File: src/memPkg.sv
package memPkg;

    // bus widths
    localparam int addrWidth = 32;
    localparam int dataWidth = 32;
    localparam int byteWidth = 8;

    // byte count of one access, legal values 1, 2 and 4
    localparam int lenWidth = 3;

    localparam logic [lenWidth-1:0] fetchLen = 3'd4;

    // address increment per byte
    localparam int unsigned defaultAddrStep = 1;

    // current owner of the RAM port
    typedef enum logic [1:0] {
        ownerIdle,
        ownerData,
        ownerFetch
    } memOwner_t;

    // one data request, fetch uses it with len 4 and store clear
    typedef struct packed {
        logic [addrWidth-1:0] addr;
        logic [dataWidth-1:0] data;
        logic [lenWidth-1:0]  len;
        logic                 store;
    } memReq_t;

    // what the controller drives to the byte RAM
    typedef struct packed {
        logic [addrWidth-1:0] addr;
        logic [byteWidth-1:0] wrData;
        logic                 wrEn;
    } ramPort_t;

endpackage
File: src/memCtrl.sv
module memCtrl #(
    parameter int unsigned addrStep = memPkg::defaultAddrStep
) (
    input  logic                          clk,
    input  logic                          rst,
    input  logic                          i_rdy,
    input  logic                          i_ioBufferFull,

    input  logic                          i_dcEn,
    input  memPkg::memReq_t               i_dcReq,
    input  logic                          i_infEn,
    input  logic [memPkg::addrWidth-1:0]  i_infAddr,

    input  logic [memPkg::byteWidth-1:0]  i_ramData,
    output memPkg::ramPort_t              o_ram,

    output logic                          o_dcDone,
    output logic [memPkg::dataWidth-1:0]  o_dcData,
    output logic                          o_infDone,
    output logic [memPkg::dataWidth-1:0]  o_infInst,
    output memPkg::memOwner_t             o_owner
);

    logic                         loadAddr;
    logic                         selData;
    logic [memPkg::lenWidth-1:0]  byteIdx;
    logic                         issue;
    logic                         write;
    logic                         clear;
    logic                         finish;
    memPkg::memOwner_t            owner;
    logic [memPkg::addrWidth-1:0] addr;
    logic [memPkg::dataWidth-1:0] word;
    logic [memPkg::lenWidth-1:0]  asmLen;

    memSeqCtrl u_seq (
        .clk            (clk),
        .rst            (rst),
        .i_rdy          (i_rdy),
        .i_ioBufferFull (i_ioBufferFull),
        .i_dcEn         (i_dcEn),
        .i_dcStore      (i_dcReq.store),
        .i_dcLen        (i_dcReq.len),
        .i_infEn        (i_infEn),
        .o_loadAddr     (loadAddr),
        .o_selData      (selData),
        .o_byteIdx      (byteIdx),
        .o_issue        (issue),
        .o_write        (write),
        .o_clear        (clear),
        .o_finish       (finish),
        .o_dcDone       (o_dcDone),
        .o_infDone      (o_infDone),
        .o_owner        (owner)
    );

    memAddrGen #(
        .addrStep (addrStep)
    ) u_addrGen (
        .clk       (clk),
        .rst       (rst),
        .i_load    (loadAddr),
        .i_selData (selData),
        .i_dcAddr  (i_dcReq.addr),
        .i_infAddr (i_infAddr),
        .i_byteIdx (byteIdx),
        .o_addr    (addr)
    );

    // fetch always reads a full word
    assign asmLen = (owner == memPkg::ownerFetch) ? memPkg::fetchLen : i_dcReq.len;

    memReadAssembler u_readAsm (
        .clk       (clk),
        .rst       (rst),
        .i_clear   (clear),
        .i_issue   (issue),
        .i_finish  (finish),
        .i_len     (asmLen),
        .i_ramData (i_ramData),
        .o_word    (word)
    );

    memWriteSerializer u_writeSer (
        .clk         (clk),
        .rst         (rst),
        .i_load      (loadAddr),
        .i_storeData (i_dcReq.data),
        .i_byteIdx   (byteIdx),
        .i_write     (write),
        .i_addr      (addr),
        .o_ram       (o_ram)
    );

    assign o_dcData  = word;
    assign o_infInst = word;
    assign o_owner   = owner;

endmodule

File: src/memWriteSerializer.sv
module memWriteSerializer (
    input  logic                          clk,
    input  logic                          rst,
    input  logic                          i_load,
    input  logic [memPkg::dataWidth-1:0]  i_storeData,
    input  logic [memPkg::lenWidth-1:0]   i_byteIdx,
    input  logic                          i_write,
    input  logic [memPkg::addrWidth-1:0]  i_addr,
    output memPkg::ramPort_t              o_ram
);

    logic [memPkg::dataWidth-1:0] storeData;
    logic [memPkg::byteWidth-1:0] selByte;

    always_ff @(posedge clk) begin
        if (rst) begin
            storeData <= '0;
        end else if (i_load) begin
            storeData <= i_storeData;
        end
    end

    // low byte goes out first
    always_comb begin
        case (i_byteIdx)
            3'd0:    selByte = storeData[7:0];
            3'd1:    selByte = storeData[15:8];
            3'd2:    selByte = storeData[23:16];
            3'd3:    selByte = storeData[31:24];
            default: selByte = '0;
        endcase
    end

    always_comb begin
        o_ram.addr   = i_addr;
        o_ram.wrData = selByte;
        o_ram.wrEn   = i_write;
    end

endmodule

File: src/memReadAssembler.sv
module memReadAssembler (
    input  logic                          clk,
    input  logic                          rst,
    input  logic                          i_clear,
    input  logic                          i_issue,
    input  logic                          i_finish,
    input  logic [memPkg::lenWidth-1:0]   i_len,
    input  logic [memPkg::byteWidth-1:0]  i_ramData,
    output logic [memPkg::dataWidth-1:0]  o_word
);

    localparam int laneCount = memPkg::dataWidth / memPkg::byteWidth;

    logic                         issuedQ;
    logic [1:0]                   laneIdx;
    logic [memPkg::dataWidth-1:0] laneWord;
    logic                         capture;

    // byte on i_ramData belongs to the address of the previous active cycle
    assign capture = issuedQ && i_issue;

    always_ff @(posedge clk) begin
        if (rst) begin
            issuedQ <= 1'b0;
            laneIdx <= '0;
        end else if (i_clear) begin
            issuedQ <= 1'b0;
            laneIdx <= '0;
        end else if (i_issue || i_finish) begin
            issuedQ <= i_issue;
            if (capture) begin
                laneIdx <= laneIdx + 2'd1;
            end
        end
    end

    always_ff @(posedge clk) begin
        if (capture) begin
            laneWord[laneIdx * memPkg::byteWidth +: memPkg::byteWidth] <= i_ramData;
        end
    end

    // last byte comes live from the RAM, lanes above the length read zero
    always_comb begin
        int lastLane;
        lastLane = int'(i_len) - 1;
        o_word   = '0;
        if (i_finish) begin
            for (int i = 0; i < laneCount; i++) begin
                if (i < lastLane) begin
                    o_word[i*memPkg::byteWidth +: memPkg::byteWidth] =
                        laneWord[i*memPkg::byteWidth +: memPkg::byteWidth];
                end else if (i == lastLane) begin
                    o_word[i*memPkg::byteWidth +: memPkg::byteWidth] = i_ramData;
                end
            end
        end
    end

endmodule

File: src/memAddrGen.sv
module memAddrGen #(
    parameter int unsigned addrStep = memPkg::defaultAddrStep
) (
    input  logic                          clk,
    input  logic                          rst,
    input  logic                          i_load,
    input  logic                          i_selData,
    input  logic [memPkg::addrWidth-1:0]  i_dcAddr,
    input  logic [memPkg::addrWidth-1:0]  i_infAddr,
    input  logic [memPkg::lenWidth-1:0]   i_byteIdx,
    output logic [memPkg::addrWidth-1:0]  o_addr
);

    logic [memPkg::addrWidth-1:0] baseAddr;
    logic [memPkg::addrWidth-1:0] idxWide;
    logic [memPkg::addrWidth-1:0] offset;

    // base of the running access, held between accesses
    always_ff @(posedge clk) begin
        if (rst) begin
            baseAddr <= '0;
        end else if (i_load) begin
            baseAddr <= i_selData ? i_dcAddr : i_infAddr;
        end
    end

    assign idxWide = {{(memPkg::addrWidth - memPkg::lenWidth){1'b0}}, i_byteIdx};
    assign offset  = idxWide * addrStep;
    assign o_addr  = baseAddr + offset;

endmodule

File: src/memSeqCtrl.sv
module memSeqCtrl (
    input  logic                         clk,
    input  logic                         rst,
    input  logic                         i_rdy,
    input  logic                         i_ioBufferFull,
    input  logic                         i_dcEn,
    input  logic                         i_dcStore,
    input  logic [memPkg::lenWidth-1:0]  i_dcLen,
    input  logic                         i_infEn,
    output logic                         o_loadAddr,
    output logic                         o_selData,
    output logic [memPkg::lenWidth-1:0]  o_byteIdx,
    output logic                         o_issue,
    output logic                         o_write,
    output logic                         o_clear,
    output logic                         o_finish,
    output logic                         o_dcDone,
    output logic                         o_infDone,
    output memPkg::memOwner_t            o_owner
);

    localparam logic [memPkg::lenWidth-1:0] oneLen = 1;

    memPkg::memOwner_t           owner;
    logic                        isStore;
    logic [memPkg::lenWidth-1:0] curLen;
    logic [memPkg::lenWidth-1:0] byteIdx;

    logic active;
    logic busy;
    logic accept;
    logic lastStore;
    logic lastLoad;
    logic lastStep;
    logic done;

    // the only place where the stall levels are looked at
    assign active = i_rdy && !i_ioBufferFull;
    assign busy   = (owner != memPkg::ownerIdle);
    assign accept = active && !busy && (i_dcEn || i_infEn);

    // stores finish on the last write, loads one cycle after the last address
    assign lastStore = isStore && (byteIdx == curLen - oneLen);
    assign lastLoad  = !isStore && (byteIdx == curLen);
    assign lastStep  = busy && (lastStore || lastLoad);
    assign done      = active && lastStep;

    always_ff @(posedge clk) begin
        if (rst) begin
            owner   <= memPkg::ownerIdle;
            isStore <= 1'b0;
            curLen  <= '0;
            byteIdx <= '0;
        end else if (active) begin
            if (accept) begin
                byteIdx <= '0;
                // data side wins a tie
                if (i_dcEn) begin
                    owner   <= memPkg::ownerData;
                    isStore <= i_dcStore;
                    curLen  <= i_dcLen;
                end else begin
                    owner   <= memPkg::ownerFetch;
                    isStore <= 1'b0;
                    curLen  <= memPkg::fetchLen;
                end
            end else if (lastStep) begin
                owner   <= memPkg::ownerIdle;
                byteIdx <= '0;
            end else if (busy) begin
                byteIdx <= byteIdx + oneLen;
            end
        end
    end

    assign o_loadAddr = accept;
    assign o_clear    = accept;
    assign o_selData  = i_dcEn;

    // while stalled in a read, keep the address that was issued last,
    // so the RAM returns that byte again when activity resumes
    always_comb begin
        if (!active && busy && !isStore && (byteIdx != '0)) begin
            o_byteIdx = byteIdx - oneLen;
        end else begin
            o_byteIdx = byteIdx;
        end
    end

    assign o_issue  = active && busy && !isStore && !lastLoad;
    assign o_finish = active && busy && lastLoad;
    assign o_write  = active && busy && isStore;

    assign o_dcDone  = done && (owner == memPkg::ownerData);
    assign o_infDone = done && (owner == memPkg::ownerFetch);
    assign o_owner   = owner;

endmodule

File: config.mk
export PLATFORM = sky130hd
export DESIGN_NAME = memCtrl
export DESIGN_NICKNAME = d
export VERILOG_FILES = /design/src/memPkg.sv /design/src/memCtrl.sv /design/src/memWriteSerializer.sv /design/src/memReadAssembler.sv /design/src/memAddrGen.sv /design/src/memSeqCtrl.sv
export SDC_FILE = /design/constraint.sdc
export NUM_CORES = 1
export LEC_CHECK = 0
export ABC_AREA = 1
export BUFFER_PORTS_ARGS = -buffer_cell sky130_fd_sc_hd__clkbuf_2
export CAP_MARGIN = 20
export CORE_MARGIN = 2
export CORE_UTILIZATION = 52
export CTS_BUF_LIST = sky130_fd_sc_hd__clkbuf_2 sky130_fd_sc_hd__clkbuf_4 sky130_fd_sc_hd__clkbuf_8
export DETAILED_ROUTE_END_ITERATION = 8
export GPL_TIMING_DRIVEN = 0
export HOLD_SLACK_MARGIN = 0.02
export PLACE_DENSITY = 0.94
export SYNTH_ARGS = -nofsm -noshare
export SYNTH_HDL_FRONTEND = slang
export SYNTH_SLANG_ARGS = --single-unit
File: constraint.sdc
create_clock -name clk -period 2.8 [get_ports clk]
set_input_delay 0.14 -clock clk [delete_from_list [all_inputs] [get_ports clk]]
set_output_delay 0.14 -clock clk [all_outputs]
set_load 0.005 [all_outputs]
* Word level (Yosys, flattened, before mapping) *
Cells that the tools add are included.

storage, ports and cells
  bits in registers = 108
  input port bits = 114
  word-level logic and storage cells = 91

operators by class
  add/subtract/negate cells = 7
  order comparisons = 4
  equal/unequal tests = 10
  shift-type cells = 2
  mux-type cells = 22
  reductions and logical operators = 37

operators with widths
  cell                                                        count
  == test 3 x 32 -> 1 bit, first input constant               2
  less-than comparator 3 x 32 -> 1 bit, first input constant  2
  2-to-1 mux 32 bit                                           2
  2-to-1 mux 8 bit                                            8
  negator 5 -> 34 bit                                         1
  variable shift 8 x 34 -> 32 bit, first input constant       1
  variable part select 8 x 34 -> 32 bit                       1
  adder 32 x 3 -> 32 bit                                      1
  bitwise mux 32 bit                                          1
  == test 2 x 32 -> 1 bit, first input constant               1
  zero test 32 bit                                            1
  less-than comparator 1 x 32 -> 1 bit, first input constant  1
  less-than comparator 2 x 32 -> 1 bit, first input constant  1
  case mux 8 bit (4 select lines)                             1
  logical AND 1 bit                                           18
  2-to-1 mux 3 bit                                            6
  AND reduction 2 bit                                         4
  == test 3 x 2 -> 1 bit, second input constant               2
  == test 3 bit                                               2
  2-to-1 mux 2 bit                                            3
  nonzero test 3 bit                                          2
  subtractor 3 x 1 -> 3 bit, second input constant            2
  zero test 1 bit                                             5
  nonzero test 2 bit                                          2
  other kinds (10)                                            12

* Depth between registers and ports, before layout *
  word-level depth = 9
  mapped depth = 17
  mapped depth without buffers = 17

* By module *
A second synthesis with hierarchy kept.

unflattened totals
  cells, all modules = 1056
  area, all modules = 7344.5 sq um

modules (own cells, without submodules)
  module              instances  cells each  area an instance (sq um)  seq. area each (sq um)
  memAddrGen          1          411         2459.9                    640.6
  memReadAssembler    1          264         2197.1                    1021.0
  memWriteSerializer  1          243         1760.4                    640.6
  memSeqCtrl          1          98          654.4                     180.2
  memCtrl             1          40          272.8                     0.0

* Least setup slack after synthesis *
Ideal clock, no wire load.

  kind = flip-flop to output port
  start point = reg u_seq.byteIdx[1] in the netlist's numbering
  end point = out o_ram[38] in the netlist's numbering
  arrival time = 2.423 ns
  data required time = 2.660 ns
  slack = 0.237 ns
  stages on the path, launching flop included = 14
  path buffers = 0
  cell sequence = dfxtp_1 > inv_1 > ha_1 > a21oi_2 > nand2_2 > o21ai_4 > inv_1 > ha_1 > nand3_1 > nand3_1 > nand2_1 > nor4_1 > nand2_1 > xor2_1

RTL lines
  element                   line              RTL
  start: declaration        memSeqCtrl.sv:27  logic [memPkg::lenWidth-1:0] byteIdx;
  start signal: assignment  memSeqCtrl.sv:71  byteIdx <= byteIdx + oneLen;
  end: declaration          memCtrl.sv:15     output memPkg::ramPort_t o_ram,

==> reports/results.tsv <==
stage	metric	value	unit
status	status	complete, but fails checks	
status	violations	setup timing	
timing	setup_slack	-540	ps
timing	period_needed	3340	ps
yosys	synthTopCellsByCount	200 x nand2_1, 92 x nor2_1, 90 x inv_1, 76 x dfxtp_1, 74 x a21oi_1	
job	cap_violations	0	
global_route	antenna_found_initial	1	
worst_setup_path	crit_path_end	o_ram[24]	
worst_hold_path	hp-class	input pin to register	
yosys	syn-cell-area	6460	um2
timing	maxSlewHeadroom	50.7	%
yosys	synth_warnings	0	
die	die-area	13300	um2
clock_network	cts_made_buffers	9	
power	vdd_ir_drop_max	0.364	mV
detailed_routing	drt_iter0_drc	1089	
worst_setup_path	cp_max_fo	4	
yosys	synth_seq_cells	108	
worst_setup_path	worst_ep_arrival_time	3200	ps
layout	multi_input_area	3470	um2
worst_setup_path	regToRegStartpoint	u_seq.o_owner[0]	
timing	setup_violations	29	
timing	fin_worst_skew	7.56	ps
global_route	grt.overflow.total	0	
placement	dp_hpwl	14.5	mm
timing	hold_slack	27.8	ps
worst_setup_path	ff2ff_path_depth	10	
die	die_h	115	um
timing	fmax	299	MHz
layout	postLayoutCoreUtil	75.9	%
clock_network	worstSkewPairLatency	380	ps
yosys	ys_seq_area_share	38.4	%
yosys	ys.flop_type	dfxtp_1	
power	p_leak	4.19	nW
power	p_per_area	373	nW/um2
die	rows	40	
detailed_routing	ant_nets	0	
clock_network	cts-htree-levels	3	
detailed_routing	viasPerCell	5.88	
worst_setup_path	r2r_end	u_addrGen.baseAddr[26]	
yosys	ys_types	39	
clock_network	cts_root_buf	clkbuf_8	
layout	drive_above_1_share	34.6	%
worst_setup_path	critPathKind	register to output port	
global_route	grt_pass1_vias	7181	
detailed_routing	vias	8045	
timing	hold_viol	0	
worst_setup_path	regToRegSetupSlack	320	ps
timing	fin_crit_sh	119	%
timing	rsz0062_at_grt	yes	
worst_setup_path	required	2660	ps
detailed_routing	totalWireLength	25.5	mm
global_route	grt_max_degree	18	
die	io_pins	223	
detailed_routing	drc_errors	0	
timing	final_max_slew_viol_count	0	
global_route	grt_use_total	32.7	%
die	core_area	12100	um2
detailed_routing	dr.pass1.iters	6	
layout	num-fill-cells	766	
yosys	async_flop_share	0	%
placement	numPortBuffers	221	
die	start_util	53.6	%
yosys	synth_largest_area_cell	dfxtp_1	
yosys	syn_nets	1003	
worst_setup_path	cp-startpoint	u_seq.byteIdx[1]	
yosys	syn_inst	872	
yosys	synth_area_leaders	dfxtp_1 24%, edfxtp_1 15%, nand2_1 12%	
layout	area_growth	41.7	%
yosys	synth.top_cell.area_share	23.5	%
layout	fin_nets	1326	
timing	fin_setup_tns	-8730	ps
yosys	yosysMostFrequentCell	nand2_1	
global_route	grt_pass1_wl	34.1	mm
yosys	synth_edf_count	32	
clock_network	cts.clk_slew.worst_paths	100	ps
worst_setup_path	end_kind	output port	
clock_network	cts_buffer_depth	2	
timing	worstMarginPinSlew	739	ps
clock_network	cts.sinks	108	
layout	seq_area	2490	um2
placement	gp_congestion	0.980	
clock_network	cts_tree	done	
worst_setup_path	critPathLaunchType	register	
detailed_routing	wl_per_cell	18.6	um
die	die_w	115	um
yosys	synth_area_per_cell	7.41	um2
[layer usage]
layer  vias to the layer above  GRT usage, %  routed length [um]
met1                      3512          37.9                8280
li1                       3452             -                   -
met4                         0          21.5                2200
met3                       246          8.53                3430
met5                         -             0                   0
met2                       835          53.6               11600
[where the power goes]
part	leakage (nW)	switching [W]	internal [W]	total, W
Combinational	3.16	0.000378	0.000272	0.000650
Sequential	0.917	0.0000529	0.00166	0.00171
Clock	0.114	0.000557	0.000493	0.00105
Total	4.19	0.000989	0.00242	0.00341
[registers in the layout, summed over array words and instances (netlist names)]
register and cells:
u_addrGen.baseAddr 32, u_readAsm.issuedQ 1, u_readAsm.laneIdx 2, u_readAsm.laneWord 32
u_seq.byteIdx 3, u_seq.curLen 3, u_seq.isStore 1, u_seq.o_owner 2
u_writeSer.storeData 32
[layout by cell type (no fill, tap or decap), drive strengths merged]
master,n
a21oi,75
a221oi,1
a22oi,7
a31oi,25
buf,113
bufinv,1
clkbuf,226
clkinv,2
dfxtp,76
diode,1
dlygate4sd3,47
edfxtp,32
fa,1
ha,16
inv,99
nand2,209
nand3,29
nand4,12
nor2,105
nor3,25
nor3b,1
nor4,3
o21ai,59
o22ai,2
or2,1
xnor2,11
xor2,22
[stage by stage]
step	instances	instance area (um2)	setup WS [ps]	total power, W
after floorplan	872	6460	237	0.00203
after global placement	1261	7780	-282	0.00224
after detailed placement	1261	7780	-397	0.00225
after CTS	1342	8780	-191	0.00333
after global routing	1368	9150	-550	0.00352
final	1369	9160	-540	0.00341
[worst max-delay path: stages (launching register included)]
cell     delay, ps
dfxtp_2        380
inv_4           60
ha_4           160
a21oi_4        200
buf_6          140
nand3_2         80
nand2_2        150
inv_4           70
ha_4           310
nand3_4        100
nand3_4        110
nand2_4         80
buf_4          160
nor2_4         140
nand2_2         80
buf_4          160
xor2_1         250
buf_2          180
[how the worst min path moves through the flow]
stage,startpoint,end,cells after the start
detailed placement,i_dcReq[52],u_addrGen.baseAddr[16],3
global placement,i_dcReq[0],u_seq.isStore,3
floorplan,i_dcReq[1],u_seq.curLen[0],2
global route,i_dcReq[2],u_seq.curLen[1],3
finish,i_dcReq[1],u_seq.curLen[0],3
CTS,i_dcReq[64],u_addrGen.baseAddr[28],3
[repair_timing]
item                                    in CTS  in global routing
resized for setup                           40                 57
endpoints found under the hold margin       27                  1
buffers inserted                            19                 25
endpoints found under the setup margin      33                 40
hold buffers                                46                  1
pin swaps                                   22                 12
[area by class of cell]
| cell class | instances | share of cell area, % |
|---|---|---|
| diodes | 1 | 0.0273 |
| clock inverters | 4 | 0.588 |
| plain buffers | 62 | 4.54 |
| multi-input cells | 604 | 38.0 |
| clock buffers | 12 | 1.80 |
| repair buffers | 312 | 21.4 |
| well taps | 168 | 2.30 |
| inverters | 98 | 4.15 |
| flip-flops and latches | 108 | 27.2 |
[logic make-up (layout without fill, tap and decap cells)]
group           Yosys count  after routing  share of synthesized area, %
buf+inv                 160            488                          12.1
compound gates          169            169                          14.2
fa+ha+maj                17             17                          3.41
other cells               0              1                             0
flops                   108            108                          38.4
xor+xnor                 33             33                          4.76
simple gates            385            385                          27.1
Note: power is estimated with default switching activity, not from simulation.
